## src/hw/uart_pkg.sv

```systemverilog
package uart_pkg;

  // Serial bit timing
  localparam int CLOCK_FREQ_HZ  = 10_000_000;
  localparam int BAUD_RATE      = 1_000_000;
  localparam int CLOCKS_PER_BIT = CLOCK_FREQ_HZ / BAUD_RATE;

  // Start edge to the middle of the start bit
  localparam int HALF_BIT       = CLOCKS_PER_BIT / 2;

  // Frame layout is 8N1
  localparam int DATA_BITS      = 8;
  localparam int FRAME_BITS     = DATA_BITS + 2;

  // Counter widths shared by the transmitter and the receiver
  localparam int CYCLE_CNT_W    = $clog2(CLOCKS_PER_BIT);
  localparam int BIT_CNT_W      = $clog2(FRAME_BITS);

  // Entries in each of the two FIFOs
  localparam int FIFO_DEPTH     = 8;
  localparam int FIFO_PTR_W     = $clog2(FIFO_DEPTH);
  localparam int FIFO_CNT_W     = $clog2(FIFO_DEPTH + 1);

  // One data character on the line
  typedef logic [DATA_BITS-1:0] uart_byte_t;

  // Received character with its framing status
  typedef struct packed {
    uart_byte_t data;
    // Stop bit was sampled low
    logic       frame_err;
  } rx_char_t;

endpackage

```

## src/hw/stream_fifo.sv

```systemverilog
`timescale 1ns/100ps

module stream_fifo
  import uart_pkg::*;
#(
  parameter type PAYLOAD_T = uart_byte_t
) (
  input  logic     clk,
  input  logic     rst_n,
  input  logic     in_valid,
  input  PAYLOAD_T in_data,
  output logic     in_ready,
  output logic     out_valid,
  output PAYLOAD_T out_data,
  input  logic     out_ready
);

  PAYLOAD_T              mem [FIFO_DEPTH];
  logic [FIFO_PTR_W-1:0] wr_ptr;
  logic [FIFO_PTR_W-1:0] rd_ptr;
  logic [FIFO_CNT_W-1:0] count;
  logic                  push;
  logic                  pop;

  // Circular pointer advance, also correct for depths that are not a power of two
  function automatic logic [FIFO_PTR_W-1:0] ptr_inc(input logic [FIFO_PTR_W-1:0] ptr);
    if (ptr == FIFO_PTR_W'(FIFO_DEPTH - 1)) begin
      return '0;
    end
    return ptr + 1'b1;
  endfunction

  assign in_ready  = (count != FIFO_CNT_W'(FIFO_DEPTH));
  assign out_valid = (count != '0);
  assign out_data  = mem[rd_ptr];

  assign push = in_valid && in_ready;
  assign pop  = out_valid && out_ready;

  // Storage
  always_ff @(posedge clk) begin
    if (push) begin
      mem[wr_ptr] <= in_data;
    end
  end

  // Pointers and fill level
  always_ff @(posedge clk) begin
    if (!rst_n) begin
      wr_ptr <= '0;
      rd_ptr <= '0;
      count  <= '0;
    end else begin
      if (push) begin
        wr_ptr <= ptr_inc(wr_ptr);
      end
      if (pop) begin
        rd_ptr <= ptr_inc(rd_ptr);
      end
      case ({push, pop})
        2'b10:   count <= count + 1'b1;
        2'b01:   count <= count - 1'b1;
        default: count <= count;
      endcase
    end
  end

endmodule

```

## src/hw/uart_tx.sv

```systemverilog
`timescale 1ns/100ps

module uart_tx
  import uart_pkg::*;
(
  input  logic       clk,
  input  logic       rst_n,
  input  logic       byte_valid,
  input  uart_byte_t byte_data,
  output logic       byte_ready,
  output logic       tx_pin
);

  logic                   busy;
  logic [FRAME_BITS-1:0]  frame;
  logic [CYCLE_CNT_W-1:0] cycle_cnt;
  logic [BIT_CNT_W-1:0]   bit_cnt;
  logic                   accept;
  logic                   bit_done;
  logic                   frame_done;

  assign byte_ready = !busy;
  assign accept     = byte_valid && byte_ready;

  // Last cycle of the current bit
  assign bit_done = (cycle_cnt == CYCLE_CNT_W'(CLOCKS_PER_BIT - 1));

  // Release one cycle before the stop bit ends so that a
  // queued byte starts right where the stop bit finishes
  assign frame_done = (bit_cnt == BIT_CNT_W'(FRAME_BITS - 1)) &&
                      (cycle_cnt == CYCLE_CNT_W'(CLOCKS_PER_BIT - 2));

  // Bit 0 of the frame register is the line, so the pin comes straight from a flop
  assign tx_pin = frame[0];

  always_ff @(posedge clk) begin
    if (!rst_n) begin
      busy      <= 1'b0;
      frame     <= '1;
      cycle_cnt <= '0;
      bit_cnt   <= '0;
    end else if (accept) begin
      busy      <= 1'b1;
      // Stop bit, data LSB first, start bit
      frame     <= {1'b1, byte_data, 1'b0};
      cycle_cnt <= '0;
      bit_cnt   <= '0;
    end else if (busy) begin
      if (frame_done) begin
        busy <= 1'b0;
      end
      if (bit_done) begin
        cycle_cnt <= '0;
        bit_cnt   <= bit_cnt + 1'b1;
        // Idle level shifts in behind the frame
        frame     <= {1'b1, frame[FRAME_BITS-1:1]};
      end else begin
        cycle_cnt <= cycle_cnt + 1'b1;
      end
    end
  end

endmodule

```

## src/hw/uart_rx.sv

```systemverilog
`timescale 1ns/100ps

module uart_rx
  import uart_pkg::*;
(
  input  logic     clk,
  input  logic     rst_n,
  input  logic     rx_pin,
  output logic     char_strobe,
  output rx_char_t char_data
);

  typedef enum logic [1:0] {
    RX_IDLE,
    RX_START,
    RX_DATA,
    RX_STOP
  } rx_state_t;

  rx_state_t              state;
  logic                   rx_meta;
  logic                   rx_sync;
  logic                   rx_prev;
  logic [CYCLE_CNT_W-1:0] cycle_cnt;
  logic [BIT_CNT_W-1:0]   bit_cnt;
  uart_byte_t             shift_reg;
  logic                   start_edge;
  logic                   half_done;
  logic                   bit_done;

  // Two flop synchronizer plus one flop of history for edge detection
  always_ff @(posedge clk) begin
    if (!rst_n) begin
      rx_meta <= 1'b1;
      rx_sync <= 1'b1;
      rx_prev <= 1'b1;
    end else begin
      rx_meta <= rx_pin;
      rx_sync <= rx_meta;
      rx_prev <= rx_sync;
    end
  end

  // Only a high to low transition starts a frame, so a line stuck low
  // after a framing error must go high again first
  assign start_edge = rx_prev && !rx_sync;

  assign half_done = (cycle_cnt == CYCLE_CNT_W'(HALF_BIT - 1));
  assign bit_done  = (cycle_cnt == CYCLE_CNT_W'(CLOCKS_PER_BIT - 1));

  always_ff @(posedge clk) begin
    if (!rst_n) begin
      state       <= RX_IDLE;
      cycle_cnt   <= '0;
      bit_cnt     <= '0;
      char_strobe <= 1'b0;
    end else begin
      char_strobe <= 1'b0;
      case (state)
        RX_IDLE: begin
          cycle_cnt <= '0;
          if (start_edge) begin
            state <= RX_START;
          end
        end
        RX_START: begin
          if (half_done) begin
            cycle_cnt <= '0;
            bit_cnt   <= '0;
            // Line back high at mid start bit means a glitch
            state     <= rx_sync ? RX_IDLE : RX_DATA;
          end else begin
            cycle_cnt <= cycle_cnt + 1'b1;
          end
        end
        RX_DATA: begin
          if (bit_done) begin
            cycle_cnt <= '0;
            bit_cnt   <= bit_cnt + 1'b1;
            if (bit_cnt == BIT_CNT_W'(DATA_BITS - 1)) begin
              state <= RX_STOP;
            end
          end else begin
            cycle_cnt <= cycle_cnt + 1'b1;
          end
        end
        RX_STOP: begin
          if (bit_done) begin
            char_strobe <= 1'b1;
            state       <= RX_IDLE;
          end else begin
            cycle_cnt <= cycle_cnt + 1'b1;
          end
        end
        default: state <= RX_IDLE;
      endcase
    end
  end

  // Data path, LSB arrives first
  always_ff @(posedge clk) begin
    if (state == RX_DATA && bit_done) begin
      shift_reg <= {rx_sync, shift_reg[DATA_BITS-1:1]};
    end
    if (state == RX_STOP && bit_done) begin
      char_data.data      <= shift_reg;
      char_data.frame_err <= !rx_sync;
    end
  end

endmodule

```

## src/hw/uart_subsys.sv

```systemverilog
`timescale 1ns/100ps

module uart_subsys
  import uart_pkg::*;
(
  input  logic       clk,
  input  logic       rst_n,
  input  logic       tx_valid,
  input  uart_byte_t tx_data,
  output logic       tx_ready,
  output logic       tx_pin,
  input  logic       rx_pin,
  output logic       rx_valid,
  output uart_byte_t rx_data,
  output logic       rx_frame_err,
  input  logic       rx_ready,
  output logic       rx_overrun
);

  logic       txq_valid;
  uart_byte_t txq_data;
  logic       txq_ready;
  logic       char_strobe;
  rx_char_t   char_data;
  logic       rxq_ready;
  rx_char_t   rxq_char;

  // Transmit path
  stream_fifo #(
    .PAYLOAD_T(uart_byte_t)
  ) i_tx_fifo (
    .clk      (clk),
    .rst_n    (rst_n),
    .in_valid (tx_valid),
    .in_data  (tx_data),
    .in_ready (tx_ready),
    .out_valid(txq_valid),
    .out_data (txq_data),
    .out_ready(txq_ready)
  );

  uart_tx i_uart_tx (
    .clk       (clk),
    .rst_n     (rst_n),
    .byte_valid(txq_valid),
    .byte_data (txq_data),
    .byte_ready(txq_ready),
    .tx_pin    (tx_pin)
  );

  // Receive path
  uart_rx i_uart_rx (
    .clk        (clk),
    .rst_n      (rst_n),
    .rx_pin     (rx_pin),
    .char_strobe(char_strobe),
    .char_data  (char_data)
  );

  // The line cannot be stalled, so a character that meets a full FIFO is lost
  stream_fifo #(
    .PAYLOAD_T(rx_char_t)
  ) i_rx_fifo (
    .clk      (clk),
    .rst_n    (rst_n),
    .in_valid (char_strobe && rxq_ready),
    .in_data  (char_data),
    .in_ready (rxq_ready),
    .out_valid(rx_valid),
    .out_data (rxq_char),
    .out_ready(rx_ready)
  );

  assign rx_data      = rxq_char.data;
  assign rx_frame_err = rxq_char.frame_err;

  // Sticky until reset
  always_ff @(posedge clk) begin
    if (!rst_n) begin
      rx_overrun <= 1'b0;
    end else if (char_strobe && !rxq_ready) begin
      rx_overrun <= 1'b1;
    end
  end

endmodule

```

## config.mk

```make
export PLATFORM = sky130hd
export DESIGN_NAME = uart_subsys
export DESIGN_NICKNAME = d
export VERILOG_FILES = /design/src/hw/uart_pkg.sv /design/src/hw/stream_fifo.sv /design/src/hw/uart_tx.sv /design/src/hw/uart_rx.sv /design/src/hw/uart_subsys.sv
export SDC_FILE = /design/constraint.sdc
export NUM_CORES = 1
export LEC_CHECK = 0
export CORE_AREA = 2 2 175 177
export DETAILED_ROUTE_END_ITERATION = 8
export DIE_AREA = 0 0 177 179
export DONT_BUFFER_PORTS = 1
export SLEW_MARGIN = 20
export SYNTH_ARGS = -nofsm -noshare
export SYNTH_HDL_FRONTEND = slang
export SYNTH_HIERARCHICAL = 1
export SYNTH_SLANG_ARGS = --single-unit
export TNS_END_PERCENT = 30
```

## constraint.sdc

```tcl
create_clock -name clk -period 3.4 [get_ports clk]
set_input_delay 0 -clock clk [delete_from_list [all_inputs] [get_ports clk]]
set_output_delay 0 -clock clk [all_outputs]
set_load 0.02 [all_outputs]
```

## Yosys cells after proc, flatten, opt, wreduce, memory -nomap -nowiden

Memories as Yosys holds them, arrays and structs flattened. A register that Yosys moved wholly into a read port is not among the register bits.
Index checks and enable logic that the tools add are counted.

| storage, ports and cells | value |
|---|---|
| output and inout bits | 13 |
| memories kept | 2 |
| word-level logic and storage cells | 140 |
| input port bits | 13 |
| bits in latches | 0 |
| memory bits (read-only) | 0 |
| bits in registers | 70 |
| bits in writable memories | 136 |

| operators by class | value |
|---|---|
| bitwise logic cells | 1 |
| divide/modulo/power cells | 0 |
| order comparisons | 0 |
| multiplexer cells | 52 |
| shift-type cells | 0 |
| eq/ne operators | 25 |
| add/subtract/negate cells | 12 |
| multiply operators | 0 |
| reduce and logical (&&, ||, !) cells | 27 |

Memories:

| name | words | width | read ports | clocked after memory_dff | wr ports | line | source |
|---|---|---|---|---|---|---|---|
| i_rx_fifo.mem | 8 | 9 | 1 | 1 | 1 | stream_fifo.sv:18 | `PAYLOAD_T mem [FIFO_DEPTH];` |
| i_tx_fifo.mem | 8 | 8 | 1 | 1 | 1 | stream_fifo.sv:18 |  |

Operators by type and width:

| kind | number |
|---|---|
| $mux 3 | 12 |
| $mux 9 | 3 |
| $add 4x1->4 const B | 6 |
| $mux 4 | 6 |
| $pmux 4 s2 | 3 |
| $mux 1 | 20 |
| $eq 4x4->1 const B | 4 |
| $pmux 4 s4 | 1 |
| $add 3x1->3 const B | 4 |
| $eq 3x3->1 const B | 4 |
| $mux 2 | 6 |
| $logic_and 1x1->1 | 10 |
| $ne 2x1->1 const B | 5 |
| $reduce_bool 2->1 | 5 |
| $eq 2x2->1 const B | 4 |
| $eq 4x3->1 const B | 2 |
| $ne 4x4->1 const B | 2 |
| $pmux 2 s4 | 1 |
| $reduce_bool 4->1 | 2 |
| $sub 4x1->4 const B | 2 |
| $eq 2x1->1 const B | 3 |
| $reduce_and 2->1 | 3 |
| $reduce_and 5->1 | 1 |
| $logic_not 1->1 | 3 |
| other kinds (5) | 5 |

## Logic depth before layout (Yosys ltp)

| logic depth | value |
|---|---|
| depth after elaboration | 7 |
| mapped depth | 11 |
| depth with buffers taken out | 10 |

## By module

The synthesis kept the hierarchy.

Modules (own cells, without submodules):

| module | times used | seq. area each (µm²) | area each (µm²) | cells an instance |
|---|---|---|---|---|
| stream_fifo (i_rx_fifo) | 1 | 2422.3 | 3500.9 | 181 |
| stream_fifo (i_tx_fifo) | 1 | 2182.1 | 3200.6 | 170 |
| uart_rx | 1 | 790.8 | 1255.0 | 97 |
| uart_tx | 1 | 360.3 | 855.8 | 102 |
| uart_subsys | 1 | 20.0 | 41.3 | 4 |

## Least setup slack after synthesis

Ideal clock, no wire load.

| path | value |
|---|---|
| kind | register to register |
| start point | register i_rx_fifo.count[1] |
| end point | register i_rx_fifo.count[2] |
| setup time | 0.076 ns |
| data required time | 3.324 ns |
| arrival time | 2.493 ns |
| setup slack | 0.831 ns |
| period minus slack after synthesis | 2.569 ns |
| stages on the path, launching flop included | 12 |
| path buffers | 1 |
| path through | dfxtp_1 > or4b_1 > buf_4 > and2_2 > nand2_8 > ha_1 > xor2_1 > ha_1 > a21oi_1 > xor2_1 > or3_1 > a21boi_0 |

| on the way | value |
|---|---|
| word-level cells in the longest chain between the ends | 5 |
| elaborated cells between the ends (all ways) | 11 |
| those cells by class | 2 x add/sub; 3 x eq/ne; 1 x mux; 5 x reduce/logical |

Ends and longest elaborated chain:

| item | line | source |
|---|---|---|
| from (decl) | stream_fifo.sv:21 | `logic [FIFO_CNT_W-1:0] count;` |
| from (signal assigned) | stream_fifo.sv:61 | `2'b10: count <= count + 1'b1;` |
| from (signal assigned) | stream_fifo.sv:62 | `2'b01: count <= count - 1'b1;` |
| from (signal assigned) | stream_fifo.sv:63 | `default: count <= count;` |
| $ne 4x4->1 (*) | stream_fifo.sv:33 | `assign in_ready = (count != FIFO_CNT_W'(FIFO_DEPTH));` |
| net rxq_ready | uart_subsys.sv:25 | `logic rxq_ready;` |
| $logic_and 1x1->1 | uart_subsys.sv:66 | `.in_valid (char_strobe && rxq_ready),` |
| $logic_and 1x1->1 (*) | stream_fifo.sv:37 | `assign push = in_valid && in_ready;` |
| $eq 2x1->1 or $eq 2x2->1 (tied branches) | stream_fifo.sv:60 | `case ({push, pop})` |
| $pmux 4 s2 or $reduce_bool 2->1 (tied branches) | - |  |

The timed path passes the listed nets; every way through them passes the cells marked *.
A chain may end at the register's enable or synchronous reset.

## Worst setup path after layout

Ends and elaborated chain as after synthesis.

==> results.py <==
metrics = {
    "synthesis": {
        "ys_ff_latch": 212,
        "yosysTopAreaCell": "edfxtp_1",
        "synth_top_area_frac": 0.519,
        "syn_area_um2": 8850,
        "ys_async_sr_fraction": 0,
        "synth_area_leaders": "edfxtp_1, dfxtp_1, mux4_1",
        "synth_cells": 554,
        "synth-main-ff-cell": "edfxtp_1",
        "syn-num-nets": 587,
        "yosysWarnings": 6,
        "synth-seq-area-share": 0.652,
        "synth_area_per_cell_um2": 16.0,
        "synth_edf_count": 153,
        "synth_cell_types": 63,
    },
    "sta": {
        "tightestPinTransition_ns": 0.809,
        "tns_ns": 0,
        "skew_ns": 0.0126,
        "setup_viol": 0,
        "slew_violations": 0,
        "fin_crit_ns": 2.84,
        "fmax_mhz": 352,
        "relSlewSlack": 0.460,
        "timing_hold_violations_final": 6,
        "whs_ns": -0.00437,
        "post-route-period-util": 0.835,
        "rsz0062_at_grt": "no",
    },
    "layout": {
        "regMostFlops": "i_rx_fifo/mem",
        "multiInputGateArea_um2": 2880,
        "final_common_cell": "edfxtp_1",
        "antenna_cells": 0,
        "final_nets": 614,
        "drive_gt1_frac": 0.138,
        "final_util": 0.336,
        "biggestRegsByFlops": "i_rx_fifo/mem: 72 flops, i_tx_fifo/mem: 64 flops",
        "largest_register_ffs": 72,
        "area_delta_synth_final_pct": 14.1,
        "fill_cells": 2891,
        "fin_area_um2": 10100,
        "final_cell_mix": "edfxtp_1, dfxtp_1, mux4_1",
        "seq_area_um2": 5780,
    },
    "critical_path": {
        "worstSetupStartpointType": "flip-flop",
        "worstPathCellList": "or4b_1 > and2_2 > nand2_8 > ha_1 > xor2_1 > ha_1 > a21oi_1 > xor2_1 > or3_1 > a21boi_0",
        "reg2reg_from": "i_rx_fifo/count[1]$_SDFFE_PN0P_",
        "worst_setup_path_end_kind": "flip-flop",
        "arrival_ns": 3.25,
        "cp-endpoint": "i_rx_fifo/count[2]$_SDFFE_PN0P_",
        "criticalPathCategory": "reg -> reg",
        "r2r_cells": 10,
        "crit_buf_inv": 0,
        "r2r_slack_ns": 0.56,
        "cp_top_family": "simple AND/OR/NAND/NOR gates",
        "cpPeakStageDelay_ns": 0.71,
        "crit_start": "i_rx_fifo/count[1]$_SDFFE_PN0P_",
        "r2r_end": "i_rx_fifo/count[2]$_SDFFE_PN0P_",
        "slowest_stage": "or4b_1",
        "cp.required_ns": 3.81,
        "path_max_fanout": 10,
        "critical_path_cell_count": 10,
    },
    "floorplan": {
        "ioPinCount": 26,
        "die_area_um2": 31700,
        "row_count": 64,
        "die_w_um": 177,
        "die_y_um": 179,
        "start_util": 0.295,
        "core_area_um2": 30000,
    },
    "grt": {
        "grt_max_degree": 52,
        "grt_pass1_wl_um": 24200,
        "grt_pass1_vias": 4558,
        "grt_usage": 0.0944,
        "antenna_found_initial": 0,
        "grt_overflow": 0,
    },
    "cts": {
        "cts_buffer_depth": 3,
        "clk_latency_ns": 0.49,
        "cts_num_sinks": 212,
        "h-tree-depth": 1,
        "cts.clk_slew.worst_paths_ns": 0.06,
        "cts_resized": 0,
        "cts-buffers-inserted": 22,
        "post_cts_buffers": 0,
        "cts-root-buf": "clkbuf_16",
        "cts_tree": "built",
    },
    "placed_design": {
        "portBuffers": 0,
        "routabilityCongestion": 0.688,
        "dpl_cell_area_um2": 9300,
        "hpwl_um": 9350,
    },
    "route": {
        "via_count": 4591,
        "drt_iter0_drc": 202,
        "avgViaCountPerCell": 4.63,
        "drtPass1Iterations": 6,
        "final_antenna_net_count": 0,
        "routedWlPerCell_um": 14.9,
        "drc": 0,
        "drt_wl_total_um": 14800,
    },
    "power_and_ir_drop": {
        "max-vdd-ir-drop_uv": 466,
        "powerDensity_nw_per_um2": 575,
        "power_leakage_nw": 3.33,
        "power_mw": 5.81,
    },
    "flow_run": {
        "drv_cap": 0,
    },
    "outcome": {
        "outcome": "finished with violations",
        "violations": "negative hold slack",
    },
    "worst_hold_path": {
        "worstHoldPathType": "in -> reg",
    },
}
-- per-layer routing --
| layer | part of all wire | GRT usage | up-vias |
|---|---|---|---|
| li1 | - | - | 2235 |
| met1 | 0.44 | 0.115 | 2263 |
| met2 | 0.50 | 0.169 | 68 |
| met3 | 0.039 | 0.0204 | 25 |
| met4 | 0.022 | 0.0231 | 0 |
| met5 | 0 | 0 | - |
-- power breakdown --
| part | switching, mW | total (mW) | leakage (nW) | internal, mW |
|---|---|---|---|---|
| logic | 0.329 | 0.651 | 1.15 | 0.323 |
| clock network | 0.922 | 2.16 | 0.313 | 1.23 |
| registers | 0.117 | 3.01 | 1.86 | 2.89 |
| total | 1.37 | 5.81 | 3.33 | 4.45 |
-- what timing repair did --
| item | 4_1_cts | 5_1_grt |
|---|---|---|
| setup endpoints to repair | 0 | 0 |
| hold buffers | 14 | 0 |
| endpoints found under the hold margin | 155 | 0 |
-- cell usage after synthesis (all sizes together) (6+ instances only) --
| master | n |
|---|---|
| mux4 | 34 |
| inv | 13 |
| o21ai | 19 |
| and2 | 6 |
| a31oi | 8 |
| clkbuf | 11 |
| edfxtp | 153 |
| buf | 15 |
| dfxtp | 59 |
| nand2 | 35 |
| a21boi | 14 |
| nor3 | 12 |
| a21oi | 12 |
| nand2b | 10 |
| nor3b | 10 |
| ha | 20 |
| nand3 | 21 |
| or3 | 8 |
| nor2 | 14 |
| mux2 | 19 |
-- worst min path at each step --
stage,slack [ns],start,cells after the start,end
6_report,-0.004,tx_valid,2,i_tx_fifo/mem[1][1]$_DFFE_PP_
3_5_place_dp,0.09,rst_n,1,i_uart_rx/rx_prev$_SDFF_PN1_
4_1_cts,0.04,tx_valid,2,i_tx_fifo/mem[1][1]$_DFFE_PP_
3_3_place_gp,0.09,rst_n,1,i_uart_rx/rx_prev$_SDFF_PN1_
2_1_floorplan,0.07,rst_n,1,i_uart_rx/rx_sync$_SDFF_PN1_
5_1_grt,0.04,tx_valid,2,i_tx_fifo/mem[1][1]$_DFFE_PP_
-- worst reg2reg max path: stages, from the launching register on --
cell and delay [ns]:
dfxtp_1 0.36, or4b_1 0.71, and2_2 0.30, nand2_8 0.10, ha_1 0.27, xor2_1 0.17
ha_1 0.16, a21oi_1 0.05, xor2_1 0.16, or3_1 0.30, a21boi_0 0.16
-- cell type report --
type                       instances  share of cell area
sequential                       212               0.572
multi-input combinational        303               0.285
clock buffer                      29              0.0592
tap                              396              0.0490
timing repair buffer              29              0.0260
inverter                          13             0.00483
clock inverter                     9             0.00458
-- cells by family (layout without fill, tap and decap cells) --
group / count (synthesis) / after routing / synth area share
muxes: 57 / 57 / 0.130
xor gates and xnor gates: 10 / 10 / 0.00989
AOI/OAI and AO/OA: 70 / 70 / 0.0547
DFF: 212 / 212 / 0.652
buffers and inverters: 39 / 80 / 0.0240
adders and majority gates: 20 / 20 / 0.0283
and+or+nand+nor: 146 / 146 / 0.101
-- stage by stage --
| stage | worst slack, ns | instances |
|---|---|---|
| 6_report | 0.561 | 991 |
| 5_1_grt | 0.351 | 991 |
| 4_1_cts | 0.538 | 991 |
| 3_5_place_dp | 0.571 | 939 |
| 3_3_place_gp | 0.604 | 939 |
| 2_1_floorplan | 0.831 | 554 |
Note: power is estimated with default switching activity, not from simulation.
